===== config.mk =====
export PLATFORM = sky130hd
export DESIGN_NAME = datapath
export DESIGN_NICKNAME = d
export VERILOG_FILES = /design/src/rtl/core_pkg.sv /design/src/rtl/main_cu.sv /design/src/rtl/frontend.sv /design/src/rtl/backend.sv /design/src/rtl/memory_system.sv /design/src/rtl/datapath.sv
export SDC_FILE = /design/constraint.sdc
export NUM_CORES = 2
export LEC_CHECK = 0
export BUFFER_PORTS_ARGS = -buffer_cell sky130_fd_sc_hd__buf_2
export CORE_UTILIZATION = 57
export CTS_CLUSTER_DIAMETER = 80
export CTS_CLUSTER_SIZE = 8
export DETAILED_ROUTE_END_ITERATION = 10
export PLACE_DENSITY = 0.76
export SYNTH_ARGS = -nofsm -noshare
export SYNTH_HDL_FRONTEND = slang
export SYNTH_SLANG_ARGS = --single-unit

===== constraint.sdc =====
create_clock -name clk_i -period 8.1 [get_ports clk_i]
set_input_delay 1.62 -clock clk_i [delete_from_list [all_inputs] [get_ports clk_i]]
set_output_delay 1.62 -clock clk_i [all_outputs]
set_load 0.02 [all_outputs]

===== src/rtl/core_pkg.sv =====
// ------------------------------------------------
// RV32 core shared definitions
// ------------------------------------------------

package core_pkg;

    // ------------------------------------------------
    // Widths and boot address
    // ------------------------------------------------
    localparam int unsigned XLEN = 32;
    localparam int unsigned ILEN = 32;

    localparam logic [XLEN-1:0] BOOT_PC = 32'h0000_0000;

    // ------------------------------------------------
    // Opcodes and function fields
    // ------------------------------------------------
    localparam logic [6:0] OPC_OP     = 7'b0110011;
    localparam logic [6:0] OPC_OP_IMM = 7'b0010011;
    localparam logic [6:0] OPC_LOAD   = 7'b0000011;
    localparam logic [6:0] OPC_STORE  = 7'b0100011;
    localparam logic [6:0] OPC_BRANCH = 7'b1100011;
    localparam logic [6:0] OPC_JAL    = 7'b1101111;
    localparam logic [6:0] OPC_SYSTEM = 7'b1110011;

    localparam logic [2:0] F3_ADD  = 3'b000;
    localparam logic [2:0] F3_WORD = 3'b010;
    localparam logic [2:0] F3_BEQ  = 3'b000;
    localparam logic [2:0] F3_BNE  = 3'b001;
    localparam logic [6:0] F7_ADD  = 7'b0000000;
    localparam logic [6:0] F7_SUB  = 7'b0100000;

    // ------------------------------------------------
    // Instruction word, two views
    // ------------------------------------------------
    typedef struct packed {
        logic [6:0] funct7;
        logic [4:0] rs2;
        logic [4:0] rs1;
        logic [2:0] funct3;
        logic [4:0] rd;
        logic [6:0] opcode;
    } instr_r_t;

    typedef struct packed {
        logic [11:0] imm;
        logic [4:0]  rs1;
        logic [2:0]  funct3;
        logic [4:0]  rd;
        logic [6:0]  opcode;
    } instr_i_t;

    typedef union packed {
        instr_r_t r;
        instr_i_t i;
    } instr_u;

    // ------------------------------------------------
    // Internal request and answer
    // ------------------------------------------------
    typedef struct packed {
        logic            valid;
        logic            we;
        logic [XLEN-1:0] addr;
        logic [XLEN-1:0] wdata;
    } mem_req_t;

    typedef struct packed {
        logic            valid;
        logic [XLEN-1:0] rdata;
    } mem_ans_t;

    // Frontend to backend
    typedef struct packed {
        logic            valid;
        logic [XLEN-1:0] pc;
        instr_u          instr;
    } fetch_t;

    // Branch or jump outcome
    typedef struct packed {
        logic            valid;
        logic            taken;
        logic [XLEN-1:0] target;
    } resolution_t;

    // ------------------------------------------------
    // Wishbone classic
    // ------------------------------------------------
    typedef struct packed {
        logic            cyc;
        logic            stb;
        logic            we;
        logic [XLEN-1:0] adr;
        logic [XLEN-1:0] dat;
        logic [3:0]      sel;
    } wb_req_t;

    typedef struct packed {
        logic            ack;
        logic [XLEN-1:0] dat;
    } wb_rsp_t;

endpackage


===== src/rtl/main_cu.sv =====
// ------------------------------------------------
// Main control unit
// ------------------------------------------------
`timescale 1ns/1ps

module main_cu (
    input  logic                  clk_i,
    input  logic                  rst_n_i,
    input  core_pkg::resolution_t res_i,
    input  logic                  ecall_i,
    input  logic                  except_i,
    output logic                  flush_o,
    output logic                  stall_o,
    output logic                  halt_o,
    output logic                  except_o
);

    typedef enum logic {
        CU_RUN,
        CU_HALTED
    } cu_state_e;

    cu_state_e state_q;
    cu_state_e state_d;
    logic      flush_q;
    logic      except_q;

    // Halted is terminal until reset
    always_comb begin
        state_d = state_q;
        if (state_q == CU_RUN && (ecall_i || except_i)) begin
            state_d = CU_HALTED;
        end
    end

    always_ff @(posedge clk_i) begin
        if (!rst_n_i) begin
            state_q  <= CU_RUN;
            flush_q  <= 1'b0;
            except_q <= 1'b0;
        end else begin
            state_q <= state_d;
            // One-cycle flush after a taken resolution
            flush_q <= (state_q == CU_RUN) & res_i.valid & res_i.taken;
            if (state_q == CU_RUN && except_i) begin
                except_q <= 1'b1;
            end
        end
    end

    // Hold the pipe during the flush cycle too, so no wrong-path word is taken
    assign flush_o  = flush_q;
    assign stall_o  = (state_q == CU_HALTED) | flush_q;
    assign halt_o   = (state_q == CU_HALTED);
    assign except_o = except_q;

endmodule


===== src/rtl/frontend.sv =====
// ------------------------------------------------
// Instruction fetch frontend
// ------------------------------------------------
`timescale 1ns/1ps

module frontend (
    input  logic                  clk_i,
    input  logic                  rst_n_i,
    input  logic                  flush_i,
    input  logic                  stall_i,
    input  core_pkg::resolution_t res_i,
    output core_pkg::mem_req_t    mem_req_o,
    input  core_pkg::mem_ans_t    mem_ans_i,
    output core_pkg::fetch_t      fetch_o,
    input  logic                  fetch_ready_i
);

    import core_pkg::*;

    // Fetch state
    logic [XLEN-1:0] pc_q;
    logic [XLEN-1:0] addr_q;
    logic [XLEN-1:0] redirect_q;
    logic            busy_q;
    logic            discard_q;

    // One-entry instruction buffer
    logic            buf_valid_q;
    logic [XLEN-1:0] buf_pc_q;
    instr_u          buf_instr_q;

    logic            take;
    logic            start;
    logic            fill;

    assign take  = buf_valid_q & fetch_ready_i;
    // New fetch only when the buffer is free or being emptied
    assign start = ~busy_q & (~buf_valid_q | take) & ~stall_i & ~flush_i;
    assign fill  = busy_q & mem_ans_i.valid & ~discard_q & ~flush_i;

    // ------------------------------------------------
    // Request toward the memory system
    // ------------------------------------------------
    assign mem_req_o.valid = busy_q | start;
    assign mem_req_o.we    = 1'b0;
    assign mem_req_o.addr  = busy_q ? addr_q : pc_q;
    assign mem_req_o.wdata = '0;

    always_ff @(posedge clk_i) begin
        if (!rst_n_i) begin
            pc_q        <= BOOT_PC;
            busy_q      <= 1'b0;
            discard_q   <= 1'b0;
            buf_valid_q <= 1'b0;
        end else begin
            busy_q <= mem_req_o.valid & ~mem_ans_i.valid;

            if (flush_i) begin
                pc_q      <= redirect_q;
                // Answer still in flight belongs to the wrong path
                discard_q <= busy_q & ~mem_ans_i.valid;
            end else begin
                if (start) begin
                    pc_q <= pc_q + XLEN'(4);
                end
                if (mem_ans_i.valid) begin
                    discard_q <= 1'b0;
                end
            end

            if (flush_i) begin
                buf_valid_q <= 1'b0;
            end else if (fill) begin
                buf_valid_q <= 1'b1;
            end else if (take) begin
                buf_valid_q <= 1'b0;
            end
        end
    end

    // Payload registers
    always_ff @(posedge clk_i) begin
        if (start) begin
            addr_q <= pc_q;
        end
        if (fill) begin
            buf_pc_q    <= addr_q;
            buf_instr_q <= mem_ans_i.rdata;
        end
        // Target is used by the flush in the next cycle
        if (res_i.valid && res_i.taken) begin
            redirect_q <= res_i.target;
        end
    end

    assign fetch_o.valid = buf_valid_q;
    assign fetch_o.pc    = buf_pc_q;
    assign fetch_o.instr = buf_instr_q;

endmodule


===== src/rtl/backend.sv =====
// ------------------------------------------------
// Decode and execute backend
// ------------------------------------------------
`timescale 1ns/1ps

module backend (
    input  logic                  clk_i,
    input  logic                  rst_n_i,
    input  logic                  stall_i,
    input  core_pkg::fetch_t      fetch_i,
    output logic                  fetch_ready_o,
    output core_pkg::resolution_t res_o,
    output core_pkg::mem_req_t    mem_req_o,
    input  core_pkg::mem_ans_t    mem_ans_i,
    output logic                  ecall_o,
    output logic                  except_o
);

    import core_pkg::*;

    typedef enum logic [1:0] {
        BE_IDLE,
        BE_EXEC,
        BE_MEM
    } be_state_e;

    be_state_e       state_q;
    instr_u          ir_q;
    logic [XLEN-1:0] pc_q;
    logic [XLEN-1:0] rf_q [32];

    logic [XLEN-1:0] rs1_val;
    logic [XLEN-1:0] rs2_val;
    logic [XLEN-1:0] imm_i;
    logic [XLEN-1:0] imm_s;
    logic [XLEN-1:0] imm_b;
    logic [XLEN-1:0] imm_j;
    logic [XLEN-1:0] alu_res;
    logic [XLEN-1:0] rd_data;
    logic            rd_we;
    logic            exec;
    logic            br_taken;
    logic            is_addi;
    logic            is_add;
    logic            is_sub;
    logic            is_lw;
    logic            is_sw;
    logic            is_beq;
    logic            is_bne;
    logic            is_jal;
    logic            is_ecall;
    logic            illegal;

    assign exec          = (state_q == BE_EXEC);
    assign fetch_ready_o = (state_q == BE_IDLE) & ~stall_i;

    // ------------------------------------------------
    // Decode
    // ------------------------------------------------
    always_comb begin
        is_addi  = 1'b0;
        is_add   = 1'b0;
        is_sub   = 1'b0;
        is_lw    = 1'b0;
        is_sw    = 1'b0;
        is_beq   = 1'b0;
        is_bne   = 1'b0;
        is_jal   = 1'b0;
        is_ecall = 1'b0;
        unique case (ir_q.r.opcode)
            OPC_OP_IMM: is_addi = (ir_q.i.funct3 == F3_ADD);
            OPC_OP: begin
                is_add = (ir_q.r.funct3 == F3_ADD) && (ir_q.r.funct7 == F7_ADD);
                is_sub = (ir_q.r.funct3 == F3_ADD) && (ir_q.r.funct7 == F7_SUB);
            end
            OPC_LOAD:   is_lw = (ir_q.i.funct3 == F3_WORD);
            OPC_STORE:  is_sw = (ir_q.r.funct3 == F3_WORD);
            OPC_BRANCH: begin
                is_beq = (ir_q.r.funct3 == F3_BEQ);
                is_bne = (ir_q.r.funct3 == F3_BNE);
            end
            OPC_JAL:    is_jal = 1'b1;
            // Only the plain ECALL word is accepted
            OPC_SYSTEM: is_ecall = (ir_q.i.imm == '0) && (ir_q.i.rs1 == '0) &&
                                   (ir_q.i.funct3 == '0) && (ir_q.i.rd == '0);
            default: ;
        endcase
    end

    assign illegal = ~(is_addi | is_add | is_sub | is_lw | is_sw |
                       is_beq | is_bne | is_jal | is_ecall);

    // Immediates, S/B/J gathered from the R view
    assign imm_i = {{20{ir_q.i.imm[11]}}, ir_q.i.imm};
    assign imm_s = {{20{ir_q.r.funct7[6]}}, ir_q.r.funct7, ir_q.r.rd};
    assign imm_b = {{19{ir_q.r.funct7[6]}}, ir_q.r.funct7[6], ir_q.r.rd[0],
                    ir_q.r.funct7[5:0], ir_q.r.rd[4:1], 1'b0};
    assign imm_j = {{11{ir_q.r.funct7[6]}}, ir_q.r.funct7[6], ir_q.r.rs1, ir_q.r.funct3,
                    ir_q.r.rs2[0], ir_q.r.funct7[5:0], ir_q.r.rs2[4:1], 1'b0};

    // ------------------------------------------------
    // Register read and ALU
    // ------------------------------------------------
    assign rs1_val = (ir_q.r.rs1 == '0) ? '0 : rf_q[ir_q.r.rs1];
    assign rs2_val = (ir_q.r.rs2 == '0) ? '0 : rf_q[ir_q.r.rs2];

    assign alu_res  = is_sub ? (rs1_val - rs2_val) :
                      is_add ? (rs1_val + rs2_val) : (rs1_val + imm_i);
    assign br_taken = is_beq ? (rs1_val == rs2_val) : (rs1_val != rs2_val);

    // Write-back source
    always_comb begin
        rd_we   = 1'b0;
        rd_data = alu_res;
        if (exec && (is_addi || is_add || is_sub)) begin
            rd_we = 1'b1;
        end else if (exec && is_jal) begin
            rd_we   = 1'b1;
            rd_data = pc_q + XLEN'(4);
        end else if (state_q == BE_MEM && mem_ans_i.valid && is_lw) begin
            rd_we   = 1'b1;
            rd_data = mem_ans_i.rdata;
        end
    end

    always_ff @(posedge clk_i) begin
        if (rd_we && ir_q.r.rd != '0) begin
            rf_q[ir_q.r.rd] <= rd_data;
        end
        if (fetch_i.valid && fetch_ready_o) begin
            ir_q <= fetch_i.instr;
            pc_q <= fetch_i.pc;
        end
    end

    // ------------------------------------------------
    // Sequencer
    // ------------------------------------------------
    always_ff @(posedge clk_i) begin
        if (!rst_n_i) begin
            state_q <= BE_IDLE;
        end else begin
            unique case (state_q)
                BE_IDLE: if (fetch_i.valid && fetch_ready_o) state_q <= BE_EXEC;
                BE_EXEC: state_q <= (is_lw || is_sw) ? BE_MEM : BE_IDLE;
                BE_MEM:  if (mem_ans_i.valid) state_q <= BE_IDLE;
                default: state_q <= BE_IDLE;
            endcase
        end
    end

    // Request is held stable by ir_q until the answer
    assign mem_req_o.valid = (state_q == BE_MEM);
    assign mem_req_o.we    = is_sw;
    assign mem_req_o.addr  = rs1_val + (is_sw ? imm_s : imm_i);
    assign mem_req_o.wdata = rs2_val;

    assign res_o.valid  = exec & (is_beq | is_bne | is_jal);
    assign res_o.taken  = is_jal | br_taken;
    assign res_o.target = pc_q + (is_jal ? imm_j : imm_b);

    assign ecall_o  = exec & is_ecall;
    assign except_o = exec & illegal;

endmodule


===== src/rtl/memory_system.sv =====
// ------------------------------------------------
// Arbiter and Wishbone master
// ------------------------------------------------
`timescale 1ns/1ps

module memory_system (
    input  logic               clk_i,
    input  logic               rst_n_i,
    input  core_pkg::mem_req_t if_req_i,
    input  core_pkg::mem_req_t ls_req_i,
    output core_pkg::mem_ans_t if_ans_o,
    output core_pkg::mem_ans_t ls_ans_o,
    output core_pkg::wb_req_t  wb_req_o,
    input  core_pkg::wb_rsp_t  wb_rsp_i
);

    import core_pkg::*;

    typedef enum logic [1:0] {
        MS_IDLE,
        MS_BUSY,
        MS_RECOVER
    } ms_state_e;

    ms_state_e       state_q;
    logic            grant_ls_q;
    logic            cyc_q;
    logic            we_q;
    logic [XLEN-1:0] adr_q;
    logic [XLEN-1:0] dat_q;
    mem_req_t        pick;
    logic            launch;
    logic            done;

    // Load/store port wins
    assign pick   = ls_req_i.valid ? ls_req_i : if_req_i;
    assign launch = (state_q == MS_IDLE) & (ls_req_i.valid | if_req_i.valid);
    assign done   = (state_q == MS_BUSY) & wb_rsp_i.ack;

    // ------------------------------------------------
    // Bus cycle control
    // ------------------------------------------------
    always_ff @(posedge clk_i) begin
        if (!rst_n_i) begin
            state_q    <= MS_IDLE;
            cyc_q      <= 1'b0;
            grant_ls_q <= 1'b0;
        end else begin
            unique case (state_q)
                MS_IDLE: if (launch) begin
                    state_q    <= MS_BUSY;
                    cyc_q      <= 1'b1;
                    grant_ls_q <= ls_req_i.valid;
                end
                MS_BUSY: if (wb_rsp_i.ack) begin
                    state_q <= MS_RECOVER;
                    cyc_q   <= 1'b0;
                end
                // Idle gap between bus cycles
                MS_RECOVER: state_q <= MS_IDLE;
                default:    state_q <= MS_IDLE;
            endcase
        end
    end

    always_ff @(posedge clk_i) begin
        if (launch) begin
            we_q  <= pick.we;
            adr_q <= pick.addr;
            dat_q <= pick.wdata;
        end
    end

    assign wb_req_o.cyc = cyc_q;
    assign wb_req_o.stb = cyc_q;
    assign wb_req_o.we  = we_q;
    assign wb_req_o.adr = adr_q;
    assign wb_req_o.dat = dat_q;
    assign wb_req_o.sel = 4'hF;

    // Answer only to the granted side
    assign ls_ans_o.valid = done & grant_ls_q;
    assign ls_ans_o.rdata = wb_rsp_i.dat;
    assign if_ans_o.valid = done & ~grant_ls_q;
    assign if_ans_o.rdata = wb_rsp_i.dat;

endmodule


===== src/rtl/datapath.sv =====
// ------------------------------------------------
// RV32 core datapath top
// ------------------------------------------------
`timescale 1ns/1ps

module datapath (
    // Clock and reset
    input  logic              clk_i,
    input  logic              rst_n_i,

    // L2 memory port
    output core_pkg::wb_req_t wb_req_o,
    input  core_pkg::wb_rsp_t wb_rsp_i,

    // Status
    output logic              halt_o,
    output logic              except_o
);

    import core_pkg::*;

    // ------------------------------------------------
    // Internal signals
    // ------------------------------------------------

    // Control unit to the pipe
    logic        cu_flush;
    logic        cu_stall;

    // Backend to control unit
    logic        be_cu_ecall;
    logic        be_cu_except;
    resolution_t be_res;

    // Frontend to backend
    fetch_t      fe_be_fetch;
    logic        be_fe_ready;

    // Requesters to memory system
    mem_req_t    fe_mem_req;
    mem_ans_t    mem_fe_ans;
    mem_req_t    be_mem_req;
    mem_ans_t    mem_be_ans;

    // ------------------------------------------------
    // Main control unit
    // ------------------------------------------------
    main_cu u_main_cu (
        .clk_i    (clk_i),
        .rst_n_i  (rst_n_i),
        .res_i    (be_res),
        .ecall_i  (be_cu_ecall),
        .except_i (be_cu_except),
        .flush_o  (cu_flush),
        .stall_o  (cu_stall),
        .halt_o   (halt_o),
        .except_o (except_o)
    );

    // ------------------------------------------------
    // Frontend and backend
    // ------------------------------------------------
    frontend u_frontend (
        .clk_i         (clk_i),
        .rst_n_i       (rst_n_i),
        .flush_i       (cu_flush),
        .stall_i       (cu_stall),
        .res_i         (be_res),
        .mem_req_o     (fe_mem_req),
        .mem_ans_i     (mem_fe_ans),
        .fetch_o       (fe_be_fetch),
        .fetch_ready_i (be_fe_ready)
    );

    backend u_backend (
        .clk_i         (clk_i),
        .rst_n_i       (rst_n_i),
        .stall_i       (cu_stall),
        .fetch_i       (fe_be_fetch),
        .fetch_ready_o (be_fe_ready),
        .res_o         (be_res),
        .mem_req_o     (be_mem_req),
        .mem_ans_i     (mem_be_ans),
        .ecall_o       (be_cu_ecall),
        .except_o      (be_cu_except)
    );

    // ------------------------------------------------
    // Memory system
    // ------------------------------------------------
    memory_system u_memory_system (
        .clk_i    (clk_i),
        .rst_n_i  (rst_n_i),
        .if_req_i (fe_mem_req),
        .ls_req_i (be_mem_req),
        .if_ans_o (mem_fe_ans),
        .ls_ans_o (mem_be_ans),
        .wb_req_o (wb_req_o),
        .wb_rsp_i (wb_rsp_i)
    );

endmodule


==> impl_metrics.csv <==
group,metric,value,unit
outcome,status,"completed",
critical_path,cpPeakStageDelay,960,ps
placed_design,gp_congestion,0.980,
detailed_routing,vias_per_cell,7.24,
global_route,grt_overflow,0,
worst_hold_path,hold_end,"u_backend.pc_q[22]",
sta,relSlewSlack,3.82,%
cts,cts_num_sinks,1335,
cts,path_clk_slew,50,ps
logic_synthesis,syn_area_per_cell,16.3,um2
global_route,grt_max_degree,111,
placed_design,dp.cells,5618,
sta,skew,36.5,ps
power_and_ir_drop,p_leak,25.2,nW
cts,postCtsSetupRepairBufs,0,
floorplan,die_x,344,um
detailed_routing,drt_iter0_drc,6518,
power_and_ir_drop,p_per_area,222,nW/um2
finish,instances_no_fill,5876,
floorplan,ios,108,
sta,rsz0062_at_grt,"false",
finish,drive_gt1_share,27.0,%
detailed_routing,route.detailed.drc,0,
critical_path,crit_path_frequent_cell,"a21o_1",
placed_design,dpl-instance-area,69600,um2
sta,fin_setup_tns,0,ps
critical_path,slowest_stage,"or4_1",
logic_synthesis,ys_ff_latch,1335,
cts,cts_resized,0,
critical_path,path_max_fanout,32,
finish,fin_util,64.4,%
sta,setup_violations,0,
floorplan,coreArea,116000,um2
floorplan,die_h,344,um
worst_hold_path,hold_path_startpoint,"u_frontend.buf_pc_q[22]",
critical_path,critPathRequiredTime,8450,ps
global_route,grt_first_pass_wirelength,288,mm
logic_synthesis,synth_area_leaders,"edfxtp_1, mux4_2, ha_1, nand2_1, dfxtp_1",
sta,post-route-period-util,88.8,%
finish,area.growth.synth_to_final,12.2,%
floorplan,dieArea,118000,um2
detailed_routing,drt-total-wl,200,mm
critical_path,r2r-end,"u_backend.rf_q[20][30]",
sta,worstMarginPinSlew,1440,ps
critical_path,crit_arrival,7540,ps
logic_synthesis,ys_types,103,
power_and_ir_drop,ir_drop,0.000220,V
job,cap_violations,0,
critical_path,crit_path_start_kind,"register",
logic_synthesis,async_flop_share,0,%
critical_path,critPathTopFamily,"compound AO/OA/AOI/OAI gates",
detailed_routing,ant_nets,0,
worst_hold_path,hold_path.class,"register to register",
sta,slew_violations,0,
finish,multi_input_area,26300,um2
cts,insertion_delay,820,ps
finish,regArea,39600,um2
logic_synthesis,yosysTopAreaCellShare,57.7,%
logic_synthesis,synth_warnings,0,
floorplan,start_util,57.4,%
cts,tritoncts,"done",
worst_hold_path,whs_path_depth,0,
sta,period_needed,7190,ps
cts,cts_buffers,185,
critical_path,cp-end-kind,"register",
global_route,first_global_vias,42000,
sta,holdWs,403,ps
placed_design,portBuffers,103,
global_route,antenna_found_initial,3,
critical_path,crit_type,"register to register",
sta,hold_viol,0,
critical_path,ff2ff_setup_slack,910,ps
logic_synthesis,synth_cells,4086,
critical_path,reg2regPathDepth,20,
placed_design,dp_hpwl,122,mm
detailed_routing,avgRoutedWirePerCell,34.1,um
logic_synthesis,synth-edff-count,1281,
detailed_routing,vias,42500,
floorplan,num_rows,125,
critical_path,path_buf_inv,1,
cts,cts_max_path_buffers,3,
finish,fillCellCount,7715,
finish,final_net_count,4429,
cts,root_buffer,"clkbuf_16",
logic_synthesis,yosys_most_used_dff,"edfxtp_1",
cts,ctsHtreeMaxLevel,4,
logic_synthesis,synth_area,66600,um2
global_route,track_usage,34.2,%
logic_synthesis,ys_seq_area_share,59.4,%
finish,final_area,74700,um2
critical_path,crit_chain,"buf_4 -> mux4_2 -> mux4_2 -> mux2i_1 -> nor2_1 -> ha_1 -> a21o_1 -> a21o_1 -> a21o_1 -> a21o_1 -> a21oi_1 -> o21ai_0 -> maj3_1 -> a21oi_1 -> o22a_1 -> a31oi_2 -> o21ai_0 -> mux2i_1 -> o21ba_2 -> or4_1",
sta,max_freq,139,MHz
cts,ctsHoldBuffers,0,
logic_synthesis,yosysTopAreaCell,"edfxtp_1",
detailed_routing,firstDrtPassIters,6,
## cell type report
type,instances,area share (%)
inverter,49,0.249
sequential,1335,53.0
antenna,2,0.00670
tap,1524,2.55
timing repair buffer,224,2.15
clock inverter,17,0.425
clock buffer,238,6.46
multi-input combinational,2487,35.2
## power breakdown
| part | internal [mW] | total (mW) | leakage, nW | switching (mW) |
|---|---|---|---|---|
| Clock | 4.13 | 7.05 | 2.48 | 2.92 |
| Sequential | 7.91 | 7.98 | 12.1 | 0.0715 |
| Combinational | 0.547 | 1.55 | 10.6 | 1.01 |
| Total | 12.6 | 16.6 | 25.2 | 4.00 |
## cell usage after synthesis, types with 48 or more instances
cell / instances
edfxtp_1: 1281
mux4_2: 609
nand2_1: 290
nor2_1: 258
a21oi_1: 161
clkbuf_1: 155
ha_1: 110
mux2i_1: 94
o21ai_0: 92
xnor2_1: 89
nand3_1: 69
xor2_1: 69
a21o_1: 66
dfxtp_1: 54
buf_1: 49
inv_1: 48
## kinds of logic after synthesis
group	count (synthesis)	share of synthesized area, %
fa+ha+maj	124	2.31
flops	1335	59.4
simple gates	861	6.02
compound gates	584	5.87
mux	724	22.4
xor+xnor	158	2.08
other cells	2	0.0113
buf+inv	298	1.94
## state kept, by name, indices dropped and copies added (netlist names), 2 cells and up, named ones only
register / flops
u_backend.rf_q: 1024
u_backend.ir_q: 32
u_backend.pc_q: 32
u_frontend.addr_q: 32
u_frontend.buf_instr_q: 32
u_frontend.buf_pc_q: 32
u_frontend.pc_q: 32
u_frontend.redirect_q: 32
u_memory_system.adr_q: 32
u_memory_system.dat_q: 32
u_backend.state_q: 2
u_memory_system.state_q: 2
## routing by layer
layer  track usage, %  up-vias  routed length, um
met5                0        -                 11
met4             15.9        2              10300
met3             8.28      631              25200
met2             54.0     3341              94200
met1             45.2    21600              70800
li1                 -    17000                  -
## per-stage QoR
| step | setup slack, ps | power, mW |
|---|---|---|
| 3_3_place_gp | 1150 | 9.58 |
| 6_report | 907 | 16.6 |
| 3_5_place_dp | 1030 | 9.61 |
| 4_1_cts | 1050 | 16.6 |
| 2_1_floorplan | 251 | 9.11 |
| 5_1_grt | 624 | 17.0 |
## layout by cell type (no fill, tap or decap), types with 19 or more instances in the layout
cell type  count
conb_1        36
buf_4        106
mux2i_1       94
ha_1         110
mux4_2       609
xnor2_1       89
nor2b_1       35
a21oi_1      159
and3_1        24
clkbuf_16    185
nor3_1        23
dfxtp_1       43
o21ai_0       81
nand3_1       69
nand4_1       26
a22oi_1       19
a21o_1        66
xor2_1        69
nand2b_1      31
nand2_1      289
o21bai_1      37
nor2_4        29
clkbuf_1      53
nor2_1       229
buf_2        103
inv_1         45
edfxtp_1    1281
## worst max-delay path by stage
stage / depth (start not counted) / start / slack [ps] / to
after floorplan: 27 / register / 250 / u_backend.rf_q[0][20]
after detailed placement: 20 / register / 1030 / u_backend.rf_q[10][30]
after global placement: 20 / register / 1150 / u_backend.rf_q[1][30]
after CTS: 20 / register / 1050 / u_backend.rf_q[8][30]
after global routing: 20 / register / 620 / u_backend.rf_q[20][30]
final: 20 / register / 910 / u_backend.rf_q[20][30]
(Power assumes the default switching activity.)
